### src/rtl/exc_pkg.sv
package exc_pkg;

    typedef logic [5:0] ecode_t;
    typedef logic [8:0] esubcode_t;

    ////////////////////////////////////////////////////////////////////
    // exception codes
    ////////////////////////////////////////////////////////////////////

    localparam ecode_t ECODE_ADEF = 6'h08;
    localparam ecode_t ECODE_ALE  = 6'h09;
    localparam ecode_t ECODE_SYS  = 6'h0B;
    localparam ecode_t ECODE_BRK  = 6'h0C;
    localparam ecode_t ECODE_INE  = 6'h0D;
    // tlb refill goes to its own entry
    localparam ecode_t ECODE_TLBR = 6'h3F;

    ////////////////////////////////////////////////////////////////////
    // structs
    ////////////////////////////////////////////////////////////////////

    // exception state carried with an instruction down the pipe
    typedef struct packed {
        logic        has_exception;
        ecode_t      ecode;
        esubcode_t   esubcode;
        logic [31:0] maddr;
        logic        ertn;
    } exc_info_t;

    // what writeback hands to the csr unit on commit
    typedef struct packed {
        logic        exception;
        logic        ertn;
        logic        tlbr;
        ecode_t      ecode;
        esubcode_t   esubcode;
        logic [31:0] pc;
        logic [31:0] maddr;
    } commit_exc_t;

endpackage

### src/rtl/wb_types_pkg.sv
package wb_types_pkg;

    import exc_pkg::*;

    typedef logic [31:0] word_t;
    typedef logic [4:0]  reg_idx_t;

    // one-hot load kind with the upper bits reserved
    typedef logic [7:0] mem_op_t;

    localparam int MEM_OP_LB  = 0;
    localparam int MEM_OP_LH  = 1;
    localparam int MEM_OP_LW  = 2;
    localparam int MEM_OP_LBU = 3;
    localparam int MEM_OP_LHU = 4;

    ////////////////////////////////////////////////////////////////////
    // bundle from the memory stage
    ////////////////////////////////////////////////////////////////////

    typedef struct packed {
        logic      inst_valid;
        word_t     pc;
        word_t     alu_result;
        word_t     mem_rdata;
        word_t     csr_result;
        word_t     mul_result;
        word_t     div_result;
        mem_op_t   mem_op;
        logic      res_from_mem;
        logic      res_from_csr;
        logic      res_from_mul;
        logic      res_from_div;
        logic      rdcntid;
        logic      gr_we;
        reg_idx_t  dest;
        exc_info_t exc;
    } wb_bundle_t;

endpackage

### src/rtl/wb_stage.sv
`timescale 1ns/1ps

module wb_stage
    import exc_pkg::*;
    import wb_types_pkg::*;
(
    input  logic        clk,
    input  logic        reset,

    input  logic        in_valid,
    output logic        in_ready,
    input  wb_bundle_t  in_bundle,

    input  word_t       csr_tid,
    output word_t       result_bypass,

    output logic        rf_we,
    output reg_idx_t    rf_waddr,
    output word_t       rf_wdata,

    output commit_exc_t commit,
    output logic        flush,

    output word_t       debug_wb_pc,
    output logic [3:0]  debug_wb_rf_we,
    output reg_idx_t    debug_wb_rf_wnum,
    output word_t       debug_wb_rf_wdata
);

    wb_bundle_t slot;
    logic       slot_full;
    logic       run;
    logic       accept;
    logic       slot_flush;

    logic [1:0] addr_lo;
    logic [7:0] load_byte;
    logic [15:0] load_half;
    word_t      mem_result;
    word_t      final_result;

    ////////////////////////////////////////////////////////////////////
    // input slot
    ////////////////////////////////////////////////////////////////////

    // writeback never stalls and only a flushing instruction blocks the input
    assign slot_flush = slot_full & (slot.exc.has_exception | slot.exc.ertn);
    assign in_ready   = run & ~slot_flush;
    assign accept     = in_valid & in_ready;

    always_ff @(posedge clk) begin
        if (reset) begin
            run       <= 1'b0;
            slot_full <= 1'b0;
        end else begin
            run       <= 1'b1;
            slot_full <= accept;
        end
    end

    always_ff @(posedge clk) begin
        if (accept) begin
            slot <= in_bundle;
        end
    end

    ////////////////////////////////////////////////////////////////////
    // load data extraction
    ////////////////////////////////////////////////////////////////////

    assign addr_lo = slot.alu_result[1:0];

    always_comb begin
        case (addr_lo)
            2'b00:   load_byte = slot.mem_rdata[7:0];
            2'b01:   load_byte = slot.mem_rdata[15:8];
            2'b10:   load_byte = slot.mem_rdata[23:16];
            default: load_byte = slot.mem_rdata[31:24];
        endcase
        load_half = addr_lo[1] ? slot.mem_rdata[31:16] : slot.mem_rdata[15:0];
    end

    always_comb begin
        mem_result = '0;
        if (slot.mem_op[MEM_OP_LB]) begin
            mem_result = {{24{load_byte[7]}}, load_byte};
        end else if (slot.mem_op[MEM_OP_LBU]) begin
            mem_result = {24'b0, load_byte};
        end else if (slot.mem_op[MEM_OP_LH]) begin
            mem_result = {{16{load_half[15]}}, load_half};
        end else if (slot.mem_op[MEM_OP_LHU]) begin
            mem_result = {16'b0, load_half};
        end else if (slot.mem_op[MEM_OP_LW]) begin
            mem_result = slot.mem_rdata;
        end
    end

    ////////////////////////////////////////////////////////////////////
    // result select and register write
    ////////////////////////////////////////////////////////////////////

    // bypass path skips mul/div and tid
    assign result_bypass = slot.res_from_mem ? mem_result :
                           slot.res_from_csr ? slot.csr_result :
                           slot.alu_result;

    assign final_result = slot.rdcntid      ? csr_tid         :
                          slot.res_from_mem ? mem_result      :
                          slot.res_from_csr ? slot.csr_result :
                          slot.res_from_mul ? slot.mul_result :
                          slot.res_from_div ? slot.div_result :
                          slot.alu_result;

    assign rf_we    = slot_full & slot.gr_we & slot.inst_valid & ~slot.exc.has_exception;
    assign rf_waddr = slot.dest;
    assign rf_wdata = final_result;

    assign debug_wb_pc       = slot.pc;
    assign debug_wb_rf_we    = {4{rf_we}};
    assign debug_wb_rf_wnum  = slot.dest;
    assign debug_wb_rf_wdata = final_result;

    ////////////////////////////////////////////////////////////////////
    // exception submission
    ////////////////////////////////////////////////////////////////////

    assign flush = slot_flush;

    assign commit.exception = slot_full & slot.exc.has_exception;
    assign commit.ertn      = slot_full & slot.exc.ertn;
    assign commit.tlbr      = slot_full & slot.exc.has_exception
                              & (slot.exc.ecode == ECODE_TLBR);
    assign commit.ecode     = slot.exc.ecode;
    assign commit.esubcode  = slot.exc.esubcode;
    assign commit.pc        = slot.pc;
    assign commit.maddr     = slot.exc.maddr;

endmodule

### src/rtl/regfile.sv
`timescale 1ns/1ps

module regfile
    import wb_types_pkg::*;
(
    input  logic     clk,
    input  logic     reset,

    input  logic     we,
    input  reg_idx_t waddr,
    input  word_t    wdata,

    input  reg_idx_t raddr1,
    output word_t    rdata1,
    input  reg_idx_t raddr2,
    output word_t    rdata2
);

    word_t regs [32];

    ////////////////////////////////////////////////////////////////////
    // write port
    ////////////////////////////////////////////////////////////////////

    always_ff @(posedge clk) begin
        if (reset) begin
            for (int i = 0; i < 32; i++) begin
                regs[i] <= '0;
            end
        end else if (we && waddr != '0) begin
            // r0 stays zero
            regs[waddr] <= wdata;
        end
    end

    ////////////////////////////////////////////////////////////////////
    // read ports
    ////////////////////////////////////////////////////////////////////

    // no forwarding of a same-edge write
    assign rdata1 = regs[raddr1];
    assign rdata2 = regs[raddr2];

endmodule

### src/rtl/csr_exc_unit.sv
`timescale 1ns/1ps

module csr_exc_unit
    import exc_pkg::*;
    import wb_types_pkg::*;
#(
    parameter word_t EENTRY    = 32'h1C00_8000,
    parameter word_t TLBRENTRY = 32'h1C00_F000,
    parameter word_t CORE_ID   = 32'h0000_0000
) (
    input  logic        clk,
    input  logic        reset,

    input  commit_exc_t commit,
    input  logic        flush,

    output word_t       csr_tid,
    output word_t       flush_pc,

    output word_t       crmd,
    output word_t       prmd,
    output word_t       era,
    output word_t       estat,
    output word_t       badv
);

    logic       exc_take;
    logic       ertn_take;
    logic       badv_take;

    logic [1:0] crmd_plv;
    logic       crmd_ie;
    logic [1:0] prmd_pplv;
    logic       prmd_pie;
    word_t      era_q;
    ecode_t     estat_ecode;
    esubcode_t  estat_esubcode;
    word_t      badv_q;

    // exception wins over ertn if both show up
    assign exc_take  = flush & commit.exception;
    assign ertn_take = flush & commit.ertn & ~commit.exception;

    assign badv_take = exc_take & (commit.ecode == ECODE_ADEF ||
                                   commit.ecode == ECODE_ALE  ||
                                   commit.ecode == ECODE_TLBR);

    ////////////////////////////////////////////////////////////////////
    // crmd / prmd
    ////////////////////////////////////////////////////////////////////

    always_ff @(posedge clk) begin
        if (reset) begin
            crmd_plv  <= 2'b00;
            crmd_ie   <= 1'b0;
            prmd_pplv <= 2'b00;
            prmd_pie  <= 1'b0;
        end else if (exc_take) begin
            // save mode and drop to kernel with interrupts off
            prmd_pplv <= crmd_plv;
            prmd_pie  <= crmd_ie;
            crmd_plv  <= 2'b00;
            crmd_ie   <= 1'b0;
        end else if (ertn_take) begin
            crmd_plv <= prmd_pplv;
            crmd_ie  <= prmd_pie;
        end
    end

    ////////////////////////////////////////////////////////////////////
    // era / estat / badv
    ////////////////////////////////////////////////////////////////////

    always_ff @(posedge clk) begin
        if (reset) begin
            era_q          <= '0;
            estat_ecode    <= '0;
            estat_esubcode <= '0;
        end else if (exc_take) begin
            era_q          <= commit.pc;
            estat_ecode    <= commit.ecode;
            estat_esubcode <= commit.esubcode;
        end
    end

    always_ff @(posedge clk) begin
        if (reset) begin
            badv_q <= '0;
        end else if (badv_take) begin
            badv_q <= commit.maddr;
        end
    end

    ////////////////////////////////////////////////////////////////////
    // outputs
    ////////////////////////////////////////////////////////////////////

    assign crmd  = {29'b0, crmd_ie, crmd_plv};
    assign prmd  = {29'b0, prmd_pie, prmd_pplv};
    assign era   = era_q;
    assign estat = {1'b0, estat_esubcode, estat_ecode, 16'b0};
    assign badv  = badv_q;

    assign csr_tid = CORE_ID;

    // ertn returns to the saved era and tlb refill has its own vector
    assign flush_pc = ertn_take   ? era_q     :
                      commit.tlbr ? TLBRENTRY :
                      EENTRY;

endmodule

### src/rtl/wb_top.sv
`timescale 1ns/1ps

module wb_top
    import exc_pkg::*;
    import wb_types_pkg::*;
#(
    parameter word_t EENTRY    = 32'h1C00_8000,
    parameter word_t TLBRENTRY = 32'h1C00_F000,
    parameter word_t CORE_ID   = 32'h0000_0000
) (
    input  logic       clk,
    input  logic       reset,

    input  logic       in_valid,
    output logic       in_ready,
    input  wb_bundle_t in_bundle,

    output word_t      result_bypass,

    input  reg_idx_t   raddr1,
    output word_t      rdata1,
    input  reg_idx_t   raddr2,
    output word_t      rdata2,

    output logic       flush,
    output word_t      flush_pc,

    output word_t      crmd,
    output word_t      prmd,
    output word_t      era,
    output word_t      estat,
    output word_t      badv,

    output word_t      debug_wb_pc,
    output logic [3:0] debug_wb_rf_we,
    output reg_idx_t   debug_wb_rf_wnum,
    output word_t      debug_wb_rf_wdata
);

    logic        rf_we;
    reg_idx_t    rf_waddr;
    word_t       rf_wdata;
    commit_exc_t commit;
    word_t       csr_tid;

    wb_stage u_wb_stage (
        .clk               (clk),
        .reset             (reset),
        .in_valid          (in_valid),
        .in_ready          (in_ready),
        .in_bundle         (in_bundle),
        .csr_tid           (csr_tid),
        .result_bypass     (result_bypass),
        .rf_we             (rf_we),
        .rf_waddr          (rf_waddr),
        .rf_wdata          (rf_wdata),
        .commit            (commit),
        .flush             (flush),
        .debug_wb_pc       (debug_wb_pc),
        .debug_wb_rf_we    (debug_wb_rf_we),
        .debug_wb_rf_wnum  (debug_wb_rf_wnum),
        .debug_wb_rf_wdata (debug_wb_rf_wdata)
    );

    regfile u_regfile (
        .clk    (clk),
        .reset  (reset),
        .we     (rf_we),
        .waddr  (rf_waddr),
        .wdata  (rf_wdata),
        .raddr1 (raddr1),
        .rdata1 (rdata1),
        .raddr2 (raddr2),
        .rdata2 (rdata2)
    );

    csr_exc_unit #(
        .EENTRY    (EENTRY),
        .TLBRENTRY (TLBRENTRY),
        .CORE_ID   (CORE_ID)
    ) u_csr_exc_unit (
        .clk      (clk),
        .reset    (reset),
        .commit   (commit),
        .flush    (flush),
        .csr_tid  (csr_tid),
        .flush_pc (flush_pc),
        .crmd     (crmd),
        .prmd     (prmd),
        .era      (era),
        .estat    (estat),
        .badv     (badv)
    );

endmodule

### config.mk
export PLATFORM = sky130hd
export DESIGN_NAME = wb_top
export DESIGN_NICKNAME = d
export VERILOG_FILES = /design/src/rtl/exc_pkg.sv /design/src/rtl/wb_types_pkg.sv /design/src/rtl/wb_stage.sv /design/src/rtl/regfile.sv /design/src/rtl/csr_exc_unit.sv /design/src/rtl/wb_top.sv
export SDC_FILE = /design/constraint.sdc
export NUM_CORES = 2
export LEC_CHECK = 0
export ABC_CLOCK_PERIOD_IN_PS = 9000
export BUFFER_PORTS_ARGS = -buffer_cell sky130_fd_sc_hd__buf_2
export CAP_MARGIN = 20
export CORE_ASPECT_RATIO = 1.5
export CORE_MARGIN = 8
export CORE_UTILIZATION = 45
export CTS_CLUSTER_DIAMETER = 50
export DETAILED_ROUTE_END_ITERATION = 8
export GPL_ROUTABILITY_DRIVEN = 0
export PLACE_DENSITY = 0.66
export SYNTH_ARGS = -nofsm -noshare
export SYNTH_HDL_FRONTEND = slang
export SYNTH_SLANG_ARGS = --single-unit
### constraint.sdc
create_clock -name clk -period 9 [get_ports clk]
set_input_delay 1.8 -clock clk [delete_from_list [all_inputs] [get_ports clk]]
set_output_delay 1.8 -clock clk [all_outputs]
set_load 0.01 [all_outputs]
; Yosys cells after proc, flatten, opt, wreduce, memory -nomap -nowiden
; Memory sizes are Yosys's and may differ from the RTL's.
; Index checks and enable logic that the tools add are counted.
[totals]
reg_bits = 345
mem_bits_rw = 1024
in_bits = 274
out_inout_bits = 363
wordCells = 85
n_memories = 1
[memory_table]
columns = memory, depth, word_bits, rd, rd_ports_with_merged_regs, wr, line_no
row1 = u_regfile.regs, 32, 32, 2, 0, 32, regfile.sv:19  ; word_t regs [32];
[classes]
eq_ne = 5
muxes = 25
n_bitwise = 17
reduce_logical = 7
[op_table]
columns = op, n
row1 = $mux W32, 14
row2 = $reduce_or A32 Y1, 1
row3 = $pmux W8 S3, 1
row4 = $mux W16, 1
row5 = $mux W15, 1
row6 = $and A1 B1 Y1, 13
row7 = $eq A6 B4 Y1 const B, 2
row8 = $mux W1, 7
row9 = $eq A6 B6 Y1 const B, 1
row10 = $mux W5, 1
row11 = $reduce_bool A5 Y1, 1
row12 = $not A1 Y1, 3
row13 = $eq A2 B1 Y1 const B, 1
row14 = $eq A2 B2 Y1 const B, 1
row15 = $logic_not A2 Y1, 1
row16 = $logic_or A1 B1 Y1, 2
row17 = $reduce_or A2 Y1, 1
row18 = $logic_and A1 B1 Y1, 1
row19 = $or A1 B1 Y1, 1

; Depth between registers and ports, before layout
[logic_depth]
depth_word = 9
depth_mapped = 10
depth_no_buf = 6

; Cells and area by module
; Synthesis repeated with hierarchy kept, for this count alone.
[hier_totals]
hier_cells = 5962
hier_area_um2 = 71962.8
[modules_own_cells]
columns = module, n_inst, cells_each, area_per_inst_um2, seq_area_each_um2
row1 = regfile, 1, 4605, 55896.1, 30749.5
row2 = wb_stage, 1, 828, 11823.8, 7787.5
row3 = csr_exc_unit, 1, 529, 4242.8, 1701.6

; Least setup slack after synthesis
; No wires, ideal clock.
[synth_path]
path_kind = in2reg
start = in in_valid
end = reg u_wb_stage.slot, in the netlist u_wb_stage.addr_lo[0], enable pin
setup_time_ps = 654
arrival_time_ps = 7736
required_ps = 8346
path_slack_ps = 610
stages = 1
n_path_buf = 0
path_cell_list = and3_1
[synth_via]
elab_chain_cells = 1
[synth_rtl]
columns = item, line_no
row1 = start: declaration, wb_top.sv:14  ; input logic in_valid,
row2 = $and A1 B1 Y1, wb_stage.sv:49  ; assign accept = in_valid & in_ready;
row3 = end signal: assignment, wb_stage.sv:63  ; slot <= in_bundle;
row4 = end: declaration, wb_stage.sv:30  ; wb_bundle_t slot;
; No other way between the ends.
; A chain may end at the register's enable or synchronous reset.

; Final worst setup path
[layout_path]
start = in raddr2[1]
end = out rdata2[9]
[layout_via]
elab_chain_cells = 1
[layout_rtl]
columns = item, line_no
row1 = start: declaration, wb_top.sv:22  ; input reg_idx_t raddr2,
row2 = $mem_v2 Z32 W32, -
row3 = end: declaration, wb_top.sv:23  ; output word_t rdata2,
; No other way between the ends.

==> flow_metrics.env <==
export IMPL_status="finished with violations"
export IMPL_violations="design-rule violations"
export IMPL_syn_instance_count=5858
export IMPL_synth_distinct_cells=48
export IMPL_cap_violations=0
export IMPL_worst_setup_path_end_kind="output pin"
export IMPL_powerDensity_nw_per_um2=195
export IMPL_final_area_um2=77900
export IMPL_dr_pass1_iters=9
export IMPL_synthToLayoutAreaGrowth_pct=13.7
export IMPL_yosys_warnings=0
export IMPL_rsz0062_at_grt="no"
export IMPL_min_period_over_period=0.719
export IMPL_post_cts_resized=0
export IMPL_cts_setup_buffers=0
export IMPL_cts_tree="yes"
export IMPL_cp_cell_sequence="buf_8 > buf_4 > mux2i_1 > a22o_1 > nor3_1 > a31oi_1 > nand3_1 > buf_2"
export IMPL_hold_class="reg -> reg"
export IMPL_start_kind="input port"
export IMPL_rrSetupSlack_ns=4.89
export IMPL_viasPerCell=6.27
export IMPL_htreeDepth=4
export IMPL_cp_arrival_ns=4.67
export IMPL_hp_start="u_csr_exc_unit.estat_esubcode[1]$_SDFFE_PP0P_"
export IMPL_dpl_hpwl_um=173000
export IMPL_worst_slew_pin_slew_ns=1.19
export IMPL_path_delay_family="buffers and inverters"
export IMPL_crit_buf_inv=3
export IMPL_worstPathMaxFanout=85
export IMPL_async_reset_ff_frac=0
export IMPL_detail_route_wl_per_cell_um=32.0
export IMPL_slew_headroom=0.201
export IMPL_die_y_um=494
export IMPL_grt_pass1_wl_um=370000
export IMPL_finClkSkew_ns=0.0390
export IMPL_grt_overflow=0
export IMPL_io_buffers=558
export IMPL_layout_commonest_cell="edfxtp_1"
export IMPL_placed_area_um2=73000
export IMPL_synth_area_leader_cell="edfxtp_1"
export IMPL_critical_path_slowest_cell="buf_8"
export IMPL_synth_edf_count=1282
export IMPL_antenna_left=0
export IMPL_synth_area_leaders="edfxtp_1 (56%), mux2i_1 (16%), nor2_1 (4.2%)"
export IMPL_wl_um=268000
export IMPL_use_met3=0.0859
export IMPL_layout_common_cells="edfxtp_1 (1,282), mux2i_1 (1,106), nor2_1 (764)"
export IMPL_grt_usage=0.311
export IMPL_clock_fmax_mhz=155
export IMPL_syn_cell_area_um2=68500
export IMPL_rr_startpoint="u_wb_stage.debug_wb_rf_wnum[3]$_DFFE_PP_"
export IMPL_via_count=52500
export IMPL_grt_max_degree=104
export IMPL_reg2reg_depth=5
export IMPL_gr_max_usage_layer="met2"
export IMPL_io_pins=637
export IMPL_drv_slew=0
export IMPL_cts_made_buffers=144
export IMPL_reg2reg_to="u_regfile.regs[12][8]$_SDFFCE_PN0P_"
export IMPL_ys_ff_latch=1369
export IMPL_cts_path_max_buffers=3
export IMPL_dp_cells=8105
export IMPL_p_leak_nw=30.9
export IMPL_core_um2=151000
export IMPL_start_util=0.453
export IMPL_grt_pass1_vias=53200
export IMPL_met2_usage=0.536
export IMPL_dieArea_um2=165000
export IMPL_cts_sinks=1369
export IMPL_finalNetCount=6491
export IMPL_syn_mean_instance_area_um2=11.7
export IMPL_peakVddDrop_mv=0.189
export IMPL_hold_path_end="u_csr_exc_unit.estat_esubcode[1]$_SDFFE_PP0P_"
export IMPL_holdPathStages=2
export IMPL_drt_iter0_drc=6502
export IMPL_fin_tns_setup_ns=0
export IMPL_crit_type="in -> out"
export IMPL_ys_seq_area_frac=0.588
export IMPL_synth_top_cell_area_share=0.562
export IMPL_clkTransAtPathRegs_ns=0.06
export IMPL_ys_flop_type="edfxtp_1"
export IMPL_finalSetupViolations=0
export IMPL_finalHoldViolCount=0
export IMPL_clk_latency_ns=0.81
export IMPL_drc=5
export IMPL_required_ns=7.20
export IMPL_grtUsageMet1=0.330
export IMPL_hold_buffers=0
export IMPL_fin_cells=8377
export IMPL_slowest_delay_ns=0.62
export IMPL_clockRootBuffer="clkbuf_16"
export IMPL_die_w_um=335
export IMPL_fill_cells=13100
export IMPL_drive_gt1_frac=0.170
export IMPL_rows=175
export IMPL_antenna_found_initial=35
export IMPL_finalCriticalPeriod_ns=6.47
## sequential cells by signal (all words and copies together) (netlist names)
signal,count
u_csr_exc_unit.badv,32
u_csr_exc_unit.crmd_ie,1
u_csr_exc_unit.crmd_plv,2
u_csr_exc_unit.era,32
u_csr_exc_unit.estat_ecode,6
u_csr_exc_unit.estat_esubcode,9
u_csr_exc_unit.prmd_pie,1
u_csr_exc_unit.prmd_pplv,2
u_regfile.regs,1024
u_wb_stage.addr_lo,2
u_wb_stage.commit,47
u_wb_stage.debug_wb_pc,32
u_wb_stage.debug_wb_rf_wnum,5
u_wb_stage.run,1
u_wb_stage.slot,172
u_wb_stage.slot_full,1
## cell usage after synthesis, types with 21 or more instances
master,n
a31oi_1,64
nand2b_1,44
nand3_1,194
mux2i_1,1106
and2_1,30
a211oi_1,23
edfxtp_1,1282
or2_2,21
a21oi_1,307
buf_4,138
nor2_1,766
dfxtp_1,87
nor3_1,352
nor2b_1,27
buf_2,138
inv_1,46
a22o_1,128
clkbuf_1,283
buf_1,70
nand2_1,401
a22oi_1,193
## worst min-delay path, stage by stage, from the launching register on
cell and delay (ns):
dfxtp_1 0.30, nand2_1 0.05, a21oi_1 0.05
## layout make-up
type	instances	area [um2]	share of cell area
inverters	50	188	0.00241
repair buffers	743	4500	0.0578
flip-flops and latches	1369	40200	0.517
well taps	2035	2550	0.0327
diodes	13	32.5	0.000418
multi-input cells	3909	25600	0.328
clock inverters	87	975	0.0125
clock buffers	171	3860	0.0496
## power by group
part,total [mW],leakage [nW],switching [mW],internal (mW)
clock network,6.16,2.35,2.66,3.51
registers,7.34,13.5,0.138,7.20
logic,1.71,15.1,1.18,0.530
## layer usage
layer  routed length [um]  up-vias
li1                     -    22100
met1                85500    25500
met2               131000     3806
met3                30400     1142
met4                21300       34
met5                  203        -
## how the worst max path moves through the flow
| stage | startpoint | endpoint | slack [ns] | depth (start not counted) |
|---|---|---|---|---|
| after floorplan | in_valid | u_wb_stage.addr_lo[0]$_DFFE_PP_ | 0.61 | 1 |
| after global placement | raddr2[1] | rdata2[9] | 2.72 | 8 |
| after detailed placement | raddr2[1] | rdata2[9] | 2.68 | 8 |
| after CTS | u_wb_stage.addr_lo[1]$_DFFE_PP_ | debug_wb_rf_wdata[27] | 2.65 | 8 |
| after global routing | raddr2[1] | rdata2[9] | 2.54 | 8 |
| final | raddr2[1] | rdata2[9] | 2.53 | 8 |
## metrics by stage
step / setup WS (ns) / hold WS, ns / power, mW / utilization
6_report: 2.53 / 0.449 / 15.2 / 0.515
5_1_grt: 2.54 / 0.473 / 15.5 / 0.515
4_1_cts: 2.65 / 0.454 / 15.2 / 0.514
3_5_place_dp: 2.68 / 0.445 / 9.15 / 0.482
3_3_place_gp: 2.72 / 0.441 / 9.11 / 0.482
2_1_floorplan: 0.610 / 0.445 / 8.44 / -
## cells by family after synthesis
logic type | share of synthesized area
AOI/OAI and AO/OA | 0.0804
buffers and inverters | 0.0485
DFF | 0.588
muxes | 0.166
other | 0.0000548
and+or+nand+nor | 0.118
Note: power is estimated with default switching activity, not from simulation.
